`config.mk`:
```
export PLATFORM = sky130hd
export DESIGN_NAME = ahb_gpio
export DESIGN_NICKNAME = d
export VERILOG_FILES = /design/src/hdl/ahb_pkg.sv /design/src/hdl/soc_pkg.sv /design/src/hdl/ahb_gpio.sv
export VERILOG_INCLUDE_DIRS = /design/src /design/src/hdl
export SDC_FILE = /design/constraint.sdc
export NUM_CORES = 1
export LEC_CHECK = 0
export ABC_AREA = 1
export BUFFER_PORTS_ARGS = -buffer_cell sky130_fd_sc_hd__buf_4
export CAP_MARGIN = 20
export CORE_MARGIN = 2
export CORE_UTILIZATION = 52
export CTS_CLUSTER_DIAMETER = 50
export DETAILED_ROUTE_END_ITERATION = 10
export MAX_ROUTING_LAYER = met4
export PLACE_DENSITY = 0.79
export SYNTH_ARGS = -nofsm -noshare
export SYNTH_HDL_FRONTEND = slang
export SYNTH_SLANG_ARGS = --single-unit
```
`constraint.sdc`:
```
create_clock -name hclk_i -period 1.8 [get_ports hclk_i]
set_input_delay 0.27 -clock hclk_i [delete_from_list [all_inputs] [get_ports hclk_i]]
set_output_delay 0.27 -clock hclk_i [all_outputs]
set_load 0.02 [all_outputs]
```
`src/hdl/soc_defs.svh`:
```
`ifndef SOC_DEFS_SVH
`define SOC_DEFS_SVH

// Data SRAM byte address width, 4 KiB
`define SOC_SRAM_AW 12

`define SOC_GPIO_WIDTH 16

// Region nibble in address bits 31..28
`define SOC_SRAM_REGION 4'h2
`define SOC_GPIO_REGION 4'h4

// GPIO register offsets
`define SOC_GPIO_DATAOUT 4'h0
`define SOC_GPIO_DATAIN 4'h4
`define SOC_GPIO_INTEN 4'h8
`define SOC_GPIO_INTSTAT 4'hC

`endif

```
`src/hdl/ahb_pkg.sv`:
```
package ahb_pkg;

	typedef logic [31:0] haddr_t;  // Byte address
	typedef logic [31:0] hdata_t;  // Read and write data
	typedef logic [1:0]  htrans_t; // IDLE, BUSY, NONSEQ, SEQ
	typedef logic [2:0]  hsize_t;  // Byte, halfword, word

	// Default slave answering unmapped transfers
	typedef enum logic [1:0] {
		ERR_IDLE,
		ERR_FIRST,  // HREADY low, HRESP high
		ERR_SECOND  // HREADY high, HRESP high
	} err_state_t;

endpackage

```
`src/hdl/soc_pkg.sv`:
```
`include "soc_defs.svh"

package soc_pkg;

	// One-hot data-phase owner
	// bit 0 is the SRAM, bit 1 the GPIO, zero means none
	typedef logic [1:0] slave_sel_t;

	typedef logic [`SOC_GPIO_WIDTH-1:0] gpio_port_t; // One bit per pin

endpackage

```
`src/hdl/ahb_gpio.sv`:
```
`timescale 1ns/1ps
`include "soc_defs.svh"

module ahb_gpio import ahb_pkg::*, soc_pkg::*; (
	input  logic       hclk_i,
	input  logic       rst_n_i,
	input  logic       hsel_i,
	input  logic       hready_i,
	input  htrans_t    htrans_i,
	input  logic       hwrite_i,
	input  logic [3:0] haddr_i,
	input  hdata_t     hwdata_i,
	input  gpio_port_t gpio_in_i,
	output logic       hreadyout_o,
	output hdata_t     hrdata_o,
	output gpio_port_t gpio_out_o,
	output logic       irq_o
);

	logic       accept;
	logic       wr_pend;
	logic       wr_en;
	logic [3:0] addr_q;
	gpio_port_t wdata;
	gpio_port_t sync1_q;
	gpio_port_t sync2_q;
	gpio_port_t prev_q;
	gpio_port_t rise;
	gpio_port_t stat_clr;
	gpio_port_t dataout_q;
	gpio_port_t inten_q;
	gpio_port_t stat_q;
	logic       irq_q;

	assign accept = hsel_i && hready_i && htrans_i[1];
	assign wr_en  = wr_pend && hready_i;
	assign wdata  = hwdata_i[`SOC_GPIO_WIDTH-1:0]; // Word registers ignore the size

	always_ff @(posedge hclk_i) begin
		if (!rst_n_i) begin
			wr_pend <= 1'b0;
		end else if (hready_i) begin
			wr_pend <= accept && hwrite_i;
		end
	end

	always_ff @(posedge hclk_i) begin
		if (accept) begin
			addr_q <= haddr_i;
		end
	end

	// Two-flop synchronizer followed by edge detect
	always_ff @(posedge hclk_i) begin
		if (!rst_n_i) begin
			sync1_q <= '0;
			sync2_q <= '0;
			prev_q  <= '0;
		end else begin
			sync1_q <= gpio_in_i;
			sync2_q <= sync1_q;
			prev_q  <= sync2_q;
		end
	end

	assign rise     = sync2_q & ~prev_q;
	assign stat_clr = (wr_en && addr_q == `SOC_GPIO_INTSTAT) ? wdata : '0; // Write one to clear

	always_ff @(posedge hclk_i) begin
		if (!rst_n_i) begin
			dataout_q <= '0;
			inten_q   <= '0;
			stat_q    <= '0;
			irq_q     <= 1'b0;
		end else begin
			if (wr_en && addr_q == `SOC_GPIO_DATAOUT) begin
				dataout_q <= wdata;
			end
			if (wr_en && addr_q == `SOC_GPIO_INTEN) begin
				inten_q <= wdata;
			end
			stat_q <= (stat_q & ~stat_clr) | rise; // New edge beats the clear
			irq_q  <= |(stat_q & inten_q);
		end
	end

	always_comb begin
		case (addr_q)
			`SOC_GPIO_DATAOUT: hrdata_o = hdata_t'(dataout_q);
			`SOC_GPIO_DATAIN:  hrdata_o = hdata_t'(sync2_q);
			`SOC_GPIO_INTEN:   hrdata_o = hdata_t'(inten_q);
			`SOC_GPIO_INTSTAT: hrdata_o = hdata_t'(stat_q);
			default:           hrdata_o = '0;
		endcase
	end

	assign hreadyout_o = 1'b1;
	assign gpio_out_o  = dataout_q;
	assign irq_o       = irq_q;

	// Zero written to INTEN holds irq_o low two cycles later
	assert property (@(posedge hclk_i) disable iff (!rst_n_i)
		$past(wr_en && addr_q == `SOC_GPIO_INTEN && wdata == '0, 2) |-> !irq_o);

endmodule

```
Word level (Yosys, flattened, before mapping)
Index checks and enable logic that the tools add are counted.

word-level totals
  flip-flop bits (word level) = 102
  output and inout bits = 50
  word-level logic and storage cells = 29
  input bits = 59

operators by class
  reduce and logical (&&, ||, !) cells = 9
  mux-type cells = 2
  bitwise gates (word level) = 6
  eq/ne operators = 3

operators with widths
  operator                                                               number
  16-bit case mux with 4 select lines                                    1
  16-bit AND                                                             3
  16-bit NOT                                                             2
  16-bit two-way mux                                                     1
  16-bit bitwise OR                                                      1
  16-bit OR reduction                                                    1
  4-bit equality test, second input constant                             2
  1-bit logical AND                                                      7
  4-bit by 3-bit equality test with 1-bit output, second input constant  1
  4-bit zero test                                                        1

Logic depth before layout (Yosys ltp)
  depth in word-level cells = 6
  depth in mapped cells = 7
  depth with buffers taken out = 6

Least setup slack after synthesis
OpenSTA, ideal clock, no wires.

  path kind = register -> output
  start point = register addr_q[1]
  end point = output port hrdata_o[0]
  arrival = 1.296 ns
  cell stages (with the launch flop) = 6
  path slack = 0.234 ns
  cell sequence = edfxtp_1 nor2_4 buf_4 clkbuf_1 nand3_1 nand4_1

on the way
  cells in the longest elaborated chain, start to end = 2
  elaborated cells on any way between the ends = 5
  classes of those cells = 3 x eq/ne; 1 x mux; 1 x reduce/logical

RTL lines
  element                                      RTL line        source
  start: declaration                           ahb_gpio.sv:23  logic [3:0] addr_q;
  start signal: assignment                     ahb_gpio.sv:49  addr_q <= haddr_i;
  4-bit equality test (tied with other cells)  ahb_gpio.sv:88  case (addr_q)
  16-bit case mux with 4 select lines *        ahb_gpio.sv:88
  end: declaration                             ahb_gpio.sv:15  output hdata_t hrdata_o,

Mark *: on every way between the ends. The rest lies on a longest branch, timed or not.

Final worst setup path
  start point = register addr_q[3]
  end point = output port hrdata_o[1]

Same word-level chain as after synthesis.

==> run_results.csv <==
group,metric,value,unit
route,drc,0,
floorplan,std_cell_rows,32,
yosys,async_reset_ff_frac,0,
yosys,synth.most_common_cell,"nand2_1",
pwr,clockPowerShare,0.402,
pwr,powerDensity,860.6,nW/µm²
floorplan,initial_utilization,0.5368,
yosys,synth_area,4148,µm²
clocking,cts.path.max_buffers,2,
grt,grt_pass1_wl,17420,µm
yosys,synth_cell_types,23,
route,wl_per_cell,15.43,µm
critical_path,cp_slowest_cell,"edfxtp_1",
yosys,synth_top_flop_cell,"dfxtp_1",
critical_path,critPathRequiredTime,1530,ps
clocking,cts-root-buf,"clkbuf_8",
pwr,internal_power,3.565,mW
pwr,p_leak,2.568,nW
floorplan,fp.dieH,93.31,µm
clocking,insertion_delay,370,ps
place,place_area,4766,µm²
sta,slew_violations,0,
yosys,syn_avg_cell_area,7.653,µm²
critical_path,path_buf_inv,3,
place,dp_hpwl,6421,µm
yosys,yosys_warnings,0,
pwr,switchingPower,1.050,mW
finish,fin_area,5363,µm²
finish,antennaDiodeCount,0,
clocking,tritoncts,"done",
outcome,violations,"negative setup slack",
finish,utilization,0.6940,
finish,drive_above_1_share,0.2472,
grt,grt_pass1_vias,3650,
critical_path,criticalPathCategory,"flop to primary output",
critical_path,crit_fanout,8,
job,maxCapViolCount,0,
sta,finalSetupViolCount,16,
route,first_pass_iters,5,
floorplan,io_pins,109,
yosys,syn_inst,542,
critical_path,path_cells,"buf_6, nor2_4, buf_6, nand3_1, nand4_1, buf_4",
yosys,ys_seq_elements,102,
worst_hold_path,worstHoldPathType,"primary input to flop",
sta,rsz0062_at_grt,"yes",
clocking,cts_buffers,9,
critical_path,critPathLaunchType,"flop",
yosys,synth_area_leaders,"dfxtp_1, nand2_1, nand3_1",
grt,overflow,0,
route,vias,3955,
sta,period_share,1.090,
grt,grtUsageTotal,0.2642,
place,gp_congestion,0.7941,
critical_path,cp_top_family,"buffers and inverters",
critical_path,endpoint_kind,"primary output",
floorplan,dieWidth,93.31,µm
grt,antenna_found_initial,0,
sta,fmax,509.7,MHz
route,routed_wirelength,11250,µm
place,portBuffers,74,
yosys,yosysTopAreaCell,"dfxtp_1",
clocking,worst_setup_hold_path_clk_slew,100,ps
yosys,synth_common_cells,"nand2_1, dfxtp_1, nand3_1",
sta,fin_ws,-162.0,ps
route,drtIter0Drc,367,
place,place_ws,128.9,ps
sta,hold_viol_final,0,
finish,synthToLayoutAreaGrowth,29.29,%
yosys,ys_seq_area_frac,0.5020,
sta,period_needed,1962,ps
route,ant_nets,0,
floorplan,die_area,8707,µm²
yosys,synth-edff-count,4,
finish,fin_nets,681,
critical_path,max_stage_delay,440,ps
critical_path,path_common_cell,"buf_6",
clocking,htreeDepth,3,
grt,grt_max_degree,44,
yosys,yosysTopAreaCellShare,0.4730,
pwr,seqPwrFrac,0.515,
pwr,ir_drop,0.0005184,V
route,via_per_inst,5.425,
pwr,pwr-share-comb,0.083,
clocking,clkSinkCount,102,
pwr,sw_frac_of_total,0.2275,
critical_path,crit_arrival,1690,ps
sta,finClkSkew,13.27,ps
floorplan,core_area,7727,µm²
outcome,status,"finished, violations left",
-- state kept, by name, indices dropped and copies added, names as in the netlist --
signal and cells:
stat_q 16, prev_q 16, inten_q 16, wr_pend 1, sync1_q 16, sync2_q 16
addr_q 4, gpio_out_o 16, irq_o 1
-- cells by family (layout without fill, tap and decap cells) --
group | count (synthesis) | count (layout) | share of synthesized area
and+or+nand+nor | 301 | 301 | 0.3376
other | 2 | 17 | 0.001811
buffers and inverters | 104 | 174 | 0.1189
AOI/OAI and AO/OA | 33 | 33 | 0.03982
DFF | 102 | 102 | 0.5020
-- metal layers --
layer / vias to the layer above / GRT usage / part of all wire
met5: - / - / 0
met4: 0 / 0.1225 / 0.020
met3: 19 / 0.03787 / 0.083
met2: 214 / 0.4251 / 0.50
met1: 1858 / 0.3304 / 0.39
li1: 1864 / - / -
-- per-stage QoR --
stage / setup TNS [ps] / cells / hold slack [ps] / power [mW]
after floorplan: 0 / 557 / 367.6 / 2.622
after global routing: -3096 / 729 / 59.03 / 4.739
after detailed placement: 0 / 698 / 399.3 / 2.745
final: -2201 / 729 / 61.44 / 4.615
after global placement: 0 / 698 / 393.3 / 2.734
after CTS: -1757 / 725 / 60.87 / 4.590
-- worst paths after layout --
path               start        endpoint  slack (ps)  cells past startpoint
min           haddr_i[2]       addr_q[2]          60                      1
min reg2reg  sync1_q[11]     sync2_q[11]         410                      2
max            addr_q[3]     hrdata_o[1]        -160                      6
max reg2reg    addr_q[2]  gpio_out_o[11]          70                      9
-- layout make-up --
| class | count | area, µm² |
|---|---|---|
| Sequential cell | 102 | 2082 |
| Tap cell | 102 | 127.6 |
| Multi-Input combinational cell | 351 | 1704 |
| Clock buffer | 10 | 127.6 |
| Clock inverter | 6 | 132.6 |
| Timing Repair inverter | 1 | 8.758 |
| Inverter | 56 | 222.7 |
| Fill cell | 624 | 2365 |
| Timing Repair Buffer | 101 | 957.2 |
-- cells in the final DEF, fill, tap and decap left out --
cell type  instances
nand2_1          157
clkinv_1           3
buf_12             6
nand3_1           68
clkinv_8           1
and3_1             1
or2_2             16
clkbuf_16          1
inv_2              1
edfxtp_1           4
clkbuf_8           9
bufbuf_16          1
nand3_2           13
bufinv_16          4
conb_1            17
inv_6              2
nand4_1           32
clkbuf_1           1
buf_6             11
a21oi_1           33
nor2_1             6
nand2_2            2
buf_16             2
inv_1             52
dfxtp_1           98
buf_4             80
nand3_4            1
nor2_4             5
-- repair_timing --
item,CTS,global route
cloned,4,2
hold buffers,0,0
endpoints found under the setup margin,16,22
buffers inserted,7,3
gates resized for setup,17,17
pin swaps,19,3
-- power by group through the flow --
stage	Sequential, mW	Combinational [mW]	Clock [mW]
floorplan	2.42	0.202	0
detailed placement	2.43	0.317	0
global route	2.38	0.415	1.94
finish	2.38	0.384	1.86
global placement	2.42	0.309	0
CTS	2.37	0.367	1.85
Note: power is estimated with default switching activity, not from simulation.
