## src/hdl/soc_defs.svh

```systemverilog
`ifndef SOC_DEFS_SVH
`define SOC_DEFS_SVH

// Data SRAM byte address width, 4 KiB
`define SOC_SRAM_AW 12

`define SOC_GPIO_WIDTH 16

// Region nibble in address bits 31..28
`define SOC_SRAM_REGION 4'h2
`define SOC_GPIO_REGION 4'h4

// GPIO register offsets
`define SOC_GPIO_DATAOUT 4'h0
`define SOC_GPIO_DATAIN 4'h4
`define SOC_GPIO_INTEN 4'h8
`define SOC_GPIO_INTSTAT 4'hC

`endif

```

## src/hdl/ahb_pkg.sv

```systemverilog
package ahb_pkg;

	typedef logic [31:0] haddr_t;  // Byte address
	typedef logic [31:0] hdata_t;  // Read and write data
	typedef logic [1:0]  htrans_t; // IDLE, BUSY, NONSEQ, SEQ
	typedef logic [2:0]  hsize_t;  // Byte, halfword, word

	// Default slave answering unmapped transfers
	typedef enum logic [1:0] {
		ERR_IDLE,
		ERR_FIRST,  // HREADY low, HRESP high
		ERR_SECOND  // HREADY high, HRESP high
	} err_state_t;

endpackage

```

## src/hdl/soc_pkg.sv

```systemverilog
`include "soc_defs.svh"

package soc_pkg;

	// One-hot data-phase owner
	// bit 0 is the SRAM, bit 1 the GPIO, zero means none
	typedef logic [1:0] slave_sel_t;

	typedef logic [`SOC_GPIO_WIDTH-1:0] gpio_port_t; // One bit per pin

endpackage

```

## src/hdl/ahb_decoder_mux.sv

```systemverilog
`timescale 1ns/1ps
`include "soc_defs.svh"

module ahb_decoder_mux import ahb_pkg::*, soc_pkg::*; (
	input  logic    hclk_i,
	input  logic    rst_n_i,
	input  haddr_t  haddr_i,
	input  htrans_t htrans_i,
	input  hdata_t  sram_hrdata_i,
	input  logic    sram_hreadyout_i,
	input  hdata_t  gpio_hrdata_i,
	input  logic    gpio_hreadyout_i,
	output logic    sram_hsel_o,
	output logic    gpio_hsel_o,
	output logic    hready_o,
	output logic    hresp_o,
	output hdata_t  hrdata_o
);

	logic [3:0] region;
	logic       trans_valid;
	logic       sram_hit;
	logic       gpio_hit;
	logic       unmapped;
	slave_sel_t sel_q;
	err_state_t err_state;
	err_state_t err_next;

	assign region      = haddr_i[31:28];
	assign trans_valid = htrans_i[1]; // NONSEQ or SEQ
	assign sram_hit    = (region == `SOC_SRAM_REGION);
	assign gpio_hit    = (region == `SOC_GPIO_REGION);
	assign unmapped    = trans_valid && !sram_hit && !gpio_hit;

	// Slaves qualify with htrans themselves
	assign sram_hsel_o = sram_hit;
	assign gpio_hsel_o = gpio_hit;

	always_ff @(posedge hclk_i) begin
		if (!rst_n_i) begin
			sel_q <= '0;
		end else if (hready_o) begin
			sel_q <= {gpio_hit, sram_hit} & {2{trans_valid}}; // Owner of next data phase
		end
	end

	// Default slave answering with a two-cycle ERROR response
	always_comb begin
		err_next = err_state;
		case (err_state)
			ERR_IDLE: begin
				if (hready_o && unmapped) begin
					err_next = ERR_FIRST;
				end
			end
			ERR_FIRST: err_next = ERR_SECOND;
			ERR_SECOND: err_next = unmapped ? ERR_FIRST : ERR_IDLE; // Next address accepted here
			default: err_next = ERR_IDLE;
		endcase
	end

	always_ff @(posedge hclk_i) begin
		if (!rst_n_i) begin
			err_state <= ERR_IDLE;
		end else begin
			err_state <= err_next;
		end
	end

	always_comb begin
		case (err_state)
			ERR_FIRST:  hready_o = 1'b0;
			ERR_SECOND: hready_o = 1'b1;
			default: begin
				case (sel_q)
					2'b01:   hready_o = sram_hreadyout_i;
					2'b10:   hready_o = gpio_hreadyout_i;
					default: hready_o = 1'b1; // Idle data phase
				endcase
			end
		endcase
	end

	assign hresp_o = (err_state != ERR_IDLE);

	always_comb begin
		case (sel_q)
			2'b01:   hrdata_o = sram_hrdata_i;
			2'b10:   hrdata_o = gpio_hrdata_i;
			default: hrdata_o = '0;
		endcase
	end

	// The wait cycle ends in the completing ERROR cycle with no slave owning the data phase
	assert property (@(posedge hclk_i) disable iff (!rst_n_i)
		err_state == ERR_FIRST |=> err_state == ERR_SECOND && sel_q == '0);

endmodule

```

## config.mk

```make
export PLATFORM = sky130hd
export DESIGN_NAME = ahb_decoder_mux
export DESIGN_NICKNAME = d
export VERILOG_FILES = /design/src/hdl/ahb_pkg.sv /design/src/hdl/soc_pkg.sv /design/src/hdl/ahb_decoder_mux.sv
export VERILOG_INCLUDE_DIRS = /design/src /design/src/hdl
export SDC_FILE = /design/constraint.sdc
export NUM_CORES = 1
export LEC_CHECK = 0
export BUFFER_PORTS_ARGS = -buffer_cell sky130_fd_sc_hd__buf_2
export CAP_MARGIN = 20
export CORE_MARGIN = 4
export CORE_UTILIZATION = 26
export CTS_CLUSTER_DIAMETER = 60
export DETAILED_ROUTE_END_ITERATION = 16
export HOLD_SLACK_MARGIN = 0.1
export PLACE_DENSITY = 0.8
export SETUP_SLACK_MARGIN = 0.2
export SYNTH_ARGS = -nofsm -noshare
export SYNTH_HDL_FRONTEND = slang
export SYNTH_SLANG_ARGS = --single-unit
```

## constraint.sdc

```tcl
create_clock -name hclk_i -period 2.5 [get_ports hclk_i]
set_input_delay 0.375 -clock hclk_i [delete_from_list [all_inputs] [get_ports hclk_i]]
set_output_delay 0.375 -clock hclk_i [all_outputs]
set_load 0.01 [all_outputs]
```

; Word level (Yosys, flattened, before mapping)
; Cells that the tools add are included.
[word_totals]
regBits = 4
in_bits = 102
out_inout_bits = 36
elab_cells = 23
[op_classes]
eq_ne = 7
muxes = 6
n_bitwise = 1
n_reduce_logical = 7
[ops]
columns = op, count
row1 = 32-bit one-hot mux with 2 select lines, 1
row2 = 2-bit one-hot mux with 3 select lines, 1
row3 = "2-bit by 1-bit equality test with 1-bit output, second input constant", 2
row4 = "2-bit equality test, second input constant", 2
row5 = "4-bit by 2-bit equality test with 1-bit output, second input constant", 1
row6 = "4-bit by 3-bit equality test with 1-bit output, second input constant", 1
row7 = 1-bit one-hot mux with 2 select lines, 2
row8 = 1-bit logical AND, 3
row9 = 2-bit bitwise AND, 1
row10 = 1-bit zero test, 2
row11 = 2-bit zero test, 1
row12 = 2-bit two-way mux, 1
row13 = "2-bit != test, second input constant", 1
row14 = 2-bit nonzero test, 1
row15 = 1-bit two-way mux, 1

; Longest topological paths before layout
; Gate-level depths: netlist (run 1).
[depth]
ltp_word = 7
mapped_depth = 7
mapped_depth_nobuf = 6

; Least setup slack after synthesis (run 1)
; Ideal clock, no wire load.
[synth_path]
kind = reg-to-reg
from = reg sel_q[0]
to = reg err_state[0]
setup_ps = 72
arrival_ps = 1708
required_time_ps = 2428
setup_slack_ps = 720
path_stages_with_launch = 8
period_less_slack_ps = 1780
cell_sequence = dfxtp_1 -> inv_1 -> ha_1 -> clkbuf_1 -> a221o_1 -> mux2_4 -> a31oi_4 -> mux2i_1
[synth_between]
elab_chain_cells = 5
[synth_lines]
columns = element, line
row1 = start: declaration, ahb_decoder_mux.sv:25  ; slave_sel_t sel_q;
row2 = start signal: assignment, ahb_decoder_mux.sv:43  ; sel_q <= {gpio_hit, sram_hit} & {2{trans_valid}};
row3 = 2-bit equality test or 2-bit by 1-bit equality test with 1-bit output (tied branches), ahb_decoder_mux.sv:75  ; case (sel_q)
row4 = 1-bit one-hot mux with 2 select lines (*), ahb_decoder_mux.sv:75
row5 = 1-bit one-hot mux with 2 select lines (*), ahb_decoder_mux.sv:71  ; case (err_state)
row6 = net hready_o, ahb_decoder_mux.sv:15  ; output logic hready_o,
row7 = 1-bit logical AND (*), ahb_decoder_mux.sv:52  ; if (hready_o && unmapped) begin
row8 = 2-bit != test (no line) (*), n/a
row9 = end signal: assignment, ahb_decoder_mux.sv:66  ; err_state <= err_next;
row10 = end: declaration, ahb_decoder_mux.sv:26  ; err_state_t err_state;
; Mark *: on every way through the listed nets, which the timed path passes. The rest lies on a longest branch.
; A chain may end at the register's enable or synchronous reset.

; Final worst setup path (run 1)
[layout_path]
from = reg sel_q[0]
to = out hready_o
[layout_between]
elab_chain_cells = 3
[layout_lines]
columns = element, line
row1 = 2-bit equality test or 2-bit by 1-bit equality test with 1-bit output (tied branches), ahb_decoder_mux.sv:75
row2 = 1-bit one-hot mux with 2 select lines (*), ahb_decoder_mux.sv:75
row3 = 1-bit one-hot mux with 2 select lines (*), ahb_decoder_mux.sv:71
row4 = end: declaration, ahb_decoder_mux.sv:15
; Every way passes the cells marked *; elsewhere a longest branch is shown, timed or not.

==> results of run 1 <==
-- final timing paths --
kind,endpoint,slack (ns)
worst max-delay path,hready_o,0.45
worst min-delay path,err_state[1]$_SDFFE_PN0P_,0.45
worst max register to register,err_state[1]$_SDFFE_PN0P_,0.75
worst min register to register,sel_q[1]$_SDFFE_PN0P_,0.50
-- layout make-up --
type / count / area, um2
fillers: 286 / 1450
multi-input cells: 92 / 604.3
repair buffers: 111 / 563.0
flip-flops and latches: 4 / 80.08
well taps: 31 / 38.79
clock buffers: 3 / 22.52
inverters: 6 / 22.52
-- placed cells by master, fill, tap and decap left out --
cell	instances
a21boi_1	2
a21oi_1	1
a221o_1	1
a22oi_1	32
a31oi_4	1
buf_2	108
buf_4	3
clkbuf_4	3
dfxtp_1	4
ha_1	6
inv_1	6
mux2_4	1
mux2i_1	2
nand2_1	4
nand2b_1	2
nand3_1	2
nor2_1	33
nor4b_1	2
o211ai_1	2
xor2_1	1
-- per-stage QoR --
step,total power [uW],hold slack (ns)
after floorplan,253.5,0.4608
after global placement,349.6,0.4795
after detailed placement,350.7,0.4981
after CTS,435.7,0.4390
after global routing,466.4,0.4573
final,428.5,0.4537
-- power breakdown --
part	leakage, uW	internal (uW)	total [uW]	switching, uW
registers	0.0000326	76.1	89.0	12.9
clock network	0.0000138	53.6	78.7	25.1
logic	0.000629	136	261	125
-- kinds of logic after synthesis --
kind of cell | share of synthesized area [%]
AO/OA/AOI/OAI | 40.29
buffers and inverters | 10.03
AND/OR/NAND/NOR | 23.52
multiplexers | 4.605
XOR/XNOR | 1.152
flip-flops | 10.53
adder cells (fa/ha/maj) | 9.868
-- sequential cells by signal (all words and copies together), names as in the netlist --
register   count
err_state      2
sel_q          2
-- worst register-to-register path: stages, from the launching register on --
cell and delay (ns):
dfxtp_1 0.35, inv_1 0.05, ha_1 0.30, a221o_1 0.27
mux2_4 0.31, a31oi_4 0.20, mux2i_1 0.19
-- per-layer routing --
metal	GRT usage, %	up-vias	wire length, um	part of all wire [%]
met1	16.05	530	1075	36
met3	3.719	2	296	10
met5	0	-	0	0
met4	2.424	0	9	0.30
met2	21.75	55	1572	53
li1	-	617	-	-
-- Yosys cell counts --
library cell and instances:
a21boi_1 2, a21oi_1 1, a221o_1 1, a22oi_1 32
a31oi_4 1, buf_2 1, buf_6 1, clkbuf_1 10
dfxtp_1 4, ha_1 6, inv_1 6, mux2_4 1
mux2i_1 2, nand2_1 4, nand2b_1 2, nand3_1 2
nor2_1 33, nor4b_1 2, o211ai_1 2, xor2_1 1
==> flow_summary.json, run 1 <==
{
  "outcome": "complete, no violations",
  "power.leakage_uw": 0.0006750,
  "powerDensity_mw_per_mm2": 321.8,
  "area_growth_pct": 75.00,
  "min_from": "rst_n_i",
  "path_clk_slew_ns": 0.04,
  "cts_setup_buffers": 0,
  "fin_cells": 247,
  "ys_seq_area_share_pct": 10.53,
  "path_buf_inv": 2,
  "cts-resized-gates": 0,
  "yosys.area.top_type": "a22oi_1",
  "ff2ff_path_depth": 6,
  "num_vias": 1204,
  "die_y_um": 62.09,
  "min_period_ns": 2.046,
  "clock_skew_ns": 0.0002699,
  "cp.depth": 5,
  "synth_area_um2": 760.7,
  "synth_top_area_share_pct": 31.58,
  "synth_cell_types": 20,
  "syn_inst": 114,
  "ant_nets": 0,
  "finalSetupViolCount": 0,
  "grt_pass1_vias": 974,
  "grt_pass1_wl_um": 3870,
  "arrival_ns": 1.67,
  "gr-total-overflow": 0,
  "ys_seq_elements": 4,
  "cts_tree": "done",
  "min_path_type": "in -> reg",
  "htreeDepth": 1,
  "cts.sink_count": 4,
  "rows": 19,
  "cts-root-buf": "clkbuf_4",
  "clkLatencyLatePin_ns": 0.23,
  "rsz0062_at_grt": "no",
  "ir_drop_mv": 0.4332,
  "maxCapViolCount": 0,
  "period_share_pct": 81.82,
  "required_ns": 2.12,
  "hpwlAfterDp_um": 2403,
  "timing_hold_violations_final": 0,
  "antenna_found_initial": 0,
  "diodes": 0,
  "dp_slack_ns": 0.6911,
  "detail_route.first_pass.iterations": 5,
  "drcViolationCount": 0,
  "syn_nets": 222,
  "port_buffers": 108,
  "placed_cells": 244,
  "place_area_mm2": 0.001309,
  "startpoint": "sel_q[0]$_SDFFE_PN0P_",
  "design_area_mm2": 0.001331,
  "grt_max_degree": 33,
  "grt_usage_pct": 12.79,
  "ios": 138,
  "fmax_mhz": 488.9,
  "tightest_slew_ns": 0.3701,
  "worstHoldPathCells": 3,
  "cts_max_path_buffers": 2,
  "wire_per_inst_um": 11.96,
  "layout_setup_ws_ns": 0.4544,
  "core_mm2": 0.002781,
  "viasPerCell": 4.874,
  "drv_slew": 0,
  "path_delay_family": "flip-flops",
  "gp_congestion": 0.7473,
  "die-area_mm2": 0.003855,
  "cp_cell_sequence": "inv_1 > ha_1 > a221o_1 > mux2_4 > buf_2",
  "numCtsBuffers": 3,
  "yosysWarnings": 0,
  "cpMaxStageDelayCell": "dfxtp_1",
  "wl_um": 2954,
  "final_core_util_pct": 47.86,
  "ys_top_cells_by_area": "a22oi_1, nor2_1, dfxtp_1",
  "chipWidth_um": 62.09,
  "cp_slowest_stage_delay_ns": 0.35,
  "synth.avg_cell_area_um2": 6.673,
  "start_util_pct": 27.35,
  "critPathMaxFanout": 6,
  "cts.hold.buffers_added": 0,
  "slew_headroom_pct": 74.98,
  "timing.setup.tns_ns": 0,
  "drive_gt1_share_pct": 53.70,
  "rr_startpoint": "sel_q[0]$_SDFFE_PN0P_",
  "cp-start-kind": "register",
  "drtIter0Drc": 55,
  "endpoint_kind": "output pin",
  "critPathKind": "reg -> out",
  "fin_nets": 326
}
Power figures use the tool's default switching activity.
==> inputs of run 2 (changes only) <==
==> constraint.sdc (replaced) <==
create_clock -name hclk_i -period 2 [get_ports hclk_i]
set_input_delay 0.3 -clock hclk_i [delete_from_list [all_inputs] [get_ports hclk_i]]
set_output_delay 0.3 -clock hclk_i [all_outputs]
set_load 0.01 [all_outputs]
==> run 2 against run 1 <==
Compared with the run above:
- die area stayed put
- clock power is 28% higher
- utilization is 1.9 points higher
- hold slack worse by 0.089 ns
- sequential cell count stayed put
- register-to-register slack worse by 0.47 ns
- combinational power is 46% higher
- critical path type unchanged
==> flow_summary.json, run 2 (same netlist as run 1, synthesis figures left out) <==
{
  "die-area_mm2": 0.003855,
  "cp-start-kind": "register",
  "htreeDepth": 1,
  "required_ns": 1.70,
  "path_clk_slew_ns": 0.03,
  "fmax_mhz": 553.0,
  "drcViolationCount": 0,
  "cts-root-buf": "clkbuf_4",
  "mostFrequentLayoutCell": "buf_2",
  "hpwlAfterDp_um": 2360,
  "diodes": 0,
  "critPathKind": "reg -> out",
  "startpoint": "sel_q[0]$_SDFFE_PN0P_",
  "drive_gt1_share_pct": 56.68,
  "core_mm2": 0.002781,
  "grt_pass1_vias": 1056,
  "path_delay_family": "flip-flops",
  "slew_headroom_pct": 73.32,
  "numCtsBuffers": 3,
  "maxCapViolCount": 0,
  "port_buffers": 108,
  "rr_startpoint": "sel_q[0]$_SDFFE_PN0P_",
  "chipWidth_um": 62.09,
  "rsz0062_at_grt": "yes",
  "cp_cell_sequence": "inv_2 > ha_4 > a221o_1 > mux2_4 > buf_6",
  "timing_hold_violations_final": 0,
  "grt_pass1_wl_um": 4284,
  "tightest_slew_ns": 0.3947,
  "endpoint_kind": "output pin",
  "cp_slowest_stage_delay_ns": 0.36,
  "timing.setup.tns_ns": 0,
  "cts.sink_count": 4,
  "start_util_pct": 27.35,
  "detail_route.first_pass.iterations": 2,
  "finalSetupViolCount": 0,
  "min_path_type": "in -> reg",
  "antenna_found_initial": 0,
  "cts_tree": "done",
  "wire_per_inst_um": 12.24,
  "top_regs": "err_state (2), sel_q (2)",
  "finalPower_uw": 592.1,
  "period_share_pct": 90.42,
  "final_cell_mix": "buf_2, nor2_1, a22oi_1",
  "wl_um": 3036,
  "ant_nets": 0,
  "powerDensity_mw_per_mm2": 427.5,
  "rows": 19,
  "clock_skew_ns": 0.004193,
  "gp_congestion": 0.7574,
  "path_buf_inv": 2,
  "clkLatencyLatePin_ns": 0.24,
  "power.leakage_uw": 0.0006876,
  "fin_nets": 327,
  "arrival_ns": 1.51,
  "min_from": "htrans_i[1]",
  "min_period_ns": 1.808,
  "drtIter0Drc": 59,
  "cpMaxStageDelayCell": "dfxtp_4",
  "critPathMaxFanout": 3,
  "ir_drop_mv": 0.4060,
  "viasPerCell": 4.847,
  "cts.hold.buffers_added": 0,
  "drv_slew": 0,
  "num_vias": 1202,
  "grt_max_degree": 33,
  "gr-total-overflow": 0,
  "grt_usage_pct": 14.28,
  "ios": 138,
  "cts_max_path_buffers": 2,
  "outcome": "complete, no violations",
  "area_growth_pct": 82.07,
  "die_y_um": 62.09
}
==> run 2: changes by cell type in the layout (fill, tap and decap cells not counted), sizes merged <==
cell / delta
buf: +1
==> run 2: path summary, 6_finish.rpt <==
| kind | endpoint | slack [ns] | cells after the start |
|---|---|---|---|
| setup / recovery | hready_o | 0.19 | 5 |
| hold / removal | sel_q[0]$_SDFFE_PN0P_ | 0.36 | 3 |
| setup reg to reg | err_state[1]$_SDFFE_PN0P_ | 0.28 | 7 |
| hold reg to reg | sel_q[0]$_SDFFE_PN0P_ | 0.51 | 2 |
==> run 2: cell type report <==
cell class | count | area [um2]
fill | 300 | 1396
clock buffer | 3 | 22.52
tap | 31 | 38.79
inverter | 6 | 22.52
multi-input combinational | 92 | 629.4
sequential | 4 | 87.58
timing repair buffer | 112 | 584.3
==> run 2: worst min-delay path, stage by stage <==
cell	delay (ns)
buf_2	0.13
nand3_1	0.07
a21boi_1	0.05
==> run 2: routing by layer <==
metal  track usage (%)  vias up  wire length, um
li1                  -      619                -
met1             17.57      531             1115
met2             24.26       50             1637
met3             4.959        2              275
met4             2.424        0                8
met5                 0        -                0
==> run 2: power breakdown <==
group          internal [uW]  switching (uW)  total (uW)
clock                   67.1            33.5         101
combinational            206             174         380
sequential              93.2            17.8         111
==> run 2: what timing repair did <==
action | CTS | global route
setup endpoints to repair | 4 | 35
setup buffers | 1 | 0
pin swaps | 2 | 1
resized for setup | 8 | 4
==> run 2: through the flow <==
step | area, um2 | util, % | setup WS (ns) | cells | hold slack (ns)
3_5_place_dp | 1309 | 47.05 | 0.2705 | 244 | 0.4851
2_1_floorplan | 760.7 | - | 0.2199 | 114 | 0.4456
4_1_cts | 1365 | 49.08 | 0.1919 | 248 | 0.3585
5_1_grt | 1385 | 49.80 | 0.1321 | 248 | 0.3532
3_3_place_gp | 1309 | 47.05 | 0.2667 | 244 | 0.4796
6_report | 1385 | 49.80 | 0.1916 | 248 | 0.3644
==> inputs of run 3 (changes only) <==
--- a/config.mk
+++ b/config.mk
@@ -14,6 +14,7 @@
 export DETAILED_ROUTE_END_ITERATION = 16
 export HOLD_SLACK_MARGIN = 0.1
 export PLACE_DENSITY = 0.8
+export REMOVE_ABC_BUFFERS = 1
 export SETUP_SLACK_MARGIN = 0.2
 export SYNTH_ARGS = -nofsm -noshare
 export SYNTH_HDL_FRONTEND = slang
==> constraint.sdc (replaced) <==
create_clock -name hclk_i -period 2 [get_ports hclk_i]
set_input_delay 0 -clock hclk_i [delete_from_list [all_inputs] [get_ports hclk_i]]
set_output_delay 0 -clock hclk_i [all_outputs]
set_load 0.01 [all_outputs]
==> run 3 against run 2 <==
Compared with the run above:
- critical path type is now reg -> reg
- clock skew is 0.0012 ns lower
- register-to-register slack better by 0.02 ns
- design area shrank 0.18%
- setup slack gained 0.11 ns
- clock power about the same
- count of clock-buffer cells in the layout did not move
- fmax grew 6.7%
- total power decreased by 6.5%
- largest power group unchanged
- highest routed layer unchanged
- global-route usage increased by 0.11 points
- first-iteration DRC count decreased by 6.8%
==> flow_summary.json, run 3 (same netlist as run 1, synthesis figures left out) <==
{
  "outcome": "complete, no violations",
  "finalPower_uw": 553.4,
  "diodes": 0,
  "cts_max_path_buffers": 2,
  "cp-start-kind": "register",
  "required_ns": 2.17,
  "slew_headroom_pct": 73.86,
  "combPwrFrac_pct": 61.2,
  "drive_gt1_share_pct": 52.94,
  "arrival_ns": 1.86,
  "timing_hold_violations_final": 0,
  "numCtsBuffers": 3,
  "p_int_uw": 339.6,
  "power.leakage_uw": 0.0006963,
  "top_regs": "err_state (2), sel_q (2)",
  "ir_drop_mv": 0.4373,
  "cpMaxStageDelayCell": "dfxtp_2",
  "die_y_um": 62.09,
  "fillers": 280,
  "place_area_mm2": 0.001309,
  "grt_usage_pct": 14.39,
  "ant_nets": 0,
  "fmax_mhz": 589.8,
  "grt_max_degree": 33,
  "gr-total-overflow": 0,
  "finalSetupViolCount": 0,
  "die-area_mm2": 0.003855,
  "fin_hold_ws_ns": 0.1097,
  "ios": 138,
  "reg2reg_setup_slack_ns": 0.30,
  "fin_nets": 331,
  "port_buffers": 108,
  "min_path_type": "in -> reg",
  "antenna_found_initial": 0,
  "rows": 19,
  "num_vias": 1247,
  "min_period_ns": 1.695,
  "wire_per_inst_um": 12.27,
  "endpoint_kind": "register",
  "grt_pass1_wl_um": 4284,
  "min_from": "haddr_i[30]",
  "clkLatencyLatePin_ns": 0.24,
  "clock_skew_ns": 0.002973,
  "drv_slew": 0,
  "period_share_pct": 84.77,
  "detail_route.first_pass.iterations": 4,
  "cp_slowest_stage_delay_ns": 0.34,
  "design_area_mm2": 0.001383,
  "fin_cells": 252,
  "gp_congestion": 0.6913,
  "worstHoldPathCells": 4,
  "r2r-end": "err_state[1]$_SDFFE_PN0P_",
  "final_cell_mix": "buf_2, nor2_1, a22oi_1, inv_1, ha_1",
  "hold_end": "sel_q[0]$_SDFFE_PN0P_",
  "core_mm2": 0.002781,
  "maxCapViolCount": 0,
  "chipWidth_um": 62.09,
  "placed_cells": 244,
  "area_growth_pct": 81.74,
  "ff2ff_path_depth": 6,
  "viasPerCell": 4.948,
  "path_clk_slew_ns": 0.04,
  "powerDensity_mw_per_mm2": 400.2,
  "drtIter0Drc": 55,
  "rr_startpoint": "sel_q[0]$_SDFFE_PN0P_",
  "swShare_pct": 38.63,
  "mostFrequentLayoutCell": "buf_2",
  "timing.setup.tns_ns": 0,
  "tightest_slew_ns": 0.3867,
  "clockPowerShare_pct": 18.8,
  "seq_power_share_pct": 20.0,
  "netSwitchingPower_uw": 213.8,
  "hpwlAfterDp_um": 2449,
  "rsz0062_at_grt": "no",
  "wl_um": 3093,
  "critPathMaxFanout": 6,
  "cts_tree": "done",
  "cp_cell_sequence": "inv_1 > ha_1 > a221o_1 > mux2_4 > a31oi_4 > mux2i_1",
  "cts_setup_buffers": 0,
  "critPathKind": "reg -> reg",
  "htreeDepth": 1,
  "cts.sink_count": 4,
  "start_util_pct": 27.35,
  "grt_pass1_vias": 1074,
  "cts-root-buf": "clkbuf_4",
  "drcViolationCount": 0
}
-- run 3: changes by cell type in the layout (fill, tap and decap cells not counted), moves of 2 or more --
cell	change
inv_1	+2
dlygate4sd3_1	+5
inv_2	-2
ha_1	+2
buf_6	-3
ha_4	-2
dfxtp_4	-2
-- run 3: critical path, delay by kind of cell (launching register included) --
kind | cells | cell delay (ns)
multiplexers | 2 | 0.52
flip-flops | 1 | 0.34
buffers and inverters | 1 | 0.04
AO/OA/AOI/OAI | 2 | 0.43
adder cells (fa/ha/maj) | 1 | 0.29
-- run 3: power groups by stage --
stage                     clock network [uW]  logic (uW)  registers, uW
final                                    104         339            111
after global routing                     111         379            113
after CTS                                109         344            110
after detailed placement                   0         335            111
after global placement                     0         324            111
after floorplan                            0         205            108
-- run 3: what timing repair did --
item,4_1_cts,5_1_grt
setup endpoints to repair,0,2
endpoints found under the hold margin,4,0
hold buffers,5,0
resized for setup,0,1
-- run 3: layout make-up --
type / instances / area [um2] / area share, %
flip-flops and latches: 4 / 81.33 / 5.882
inverters: 6 / 22.52 / 1.629
well taps: 31 / 38.79 / 2.805
clock buffers: 3 / 22.52 / 1.629
multi-input cells: 92 / 604.3 / 43.71
repair buffers: 116 / 613.1 / 44.34
-- run 3: how the worst max path moves through the flow --
stage | startpoint | endpoint | slack (ns) | cells after the start
after floorplan | sel_q[0]$_SDFFE_PN0P_ | err_state[0]$_SDFFE_PN0P_ | -0.05 | 6
after global placement | sel_q[0]$_SDFFE_PN0P_ | err_state[1]$_SDFFE_PN0P_ | 0.26 | 6
after detailed placement | sel_q[0]$_SDFFE_PN0P_ | err_state[1]$_SDFFE_PN0P_ | 0.25 | 6
after CTS | sel_q[0]$_SDFFE_PN0P_ | err_state[1]$_SDFFE_PN0P_ | 0.21 | 6
after global routing | sel_q[0]$_SDFFE_PN0P_ | err_state[1]$_SDFFE_PN0P_ | 0.21 | 6
final | sel_q[0]$_SDFFE_PN0P_ | err_state[1]$_SDFFE_PN0P_ | 0.30 | 6
-- run 3: layer usage --
metal | vias to the layer above | global-route usage, % | routed length (um)
li1 | 625 | - | -
met1 | 560 | 16.40 | 1180
met2 | 59 | 25.15 | 1562
met3 | 3 | 4.339 | 323
met4 | 0 | 5.152 | 27
met5 | - | 0 | 0
-- run 3: per-stage QoR --
stage	util, %	setup WS, ns
floorplan	-	-0.04647
global placement	47.05	0.2642
detailed placement	47.05	0.2457
CTS	49.66	0.2144
global route	49.71	0.2136
finish	49.71	0.3045
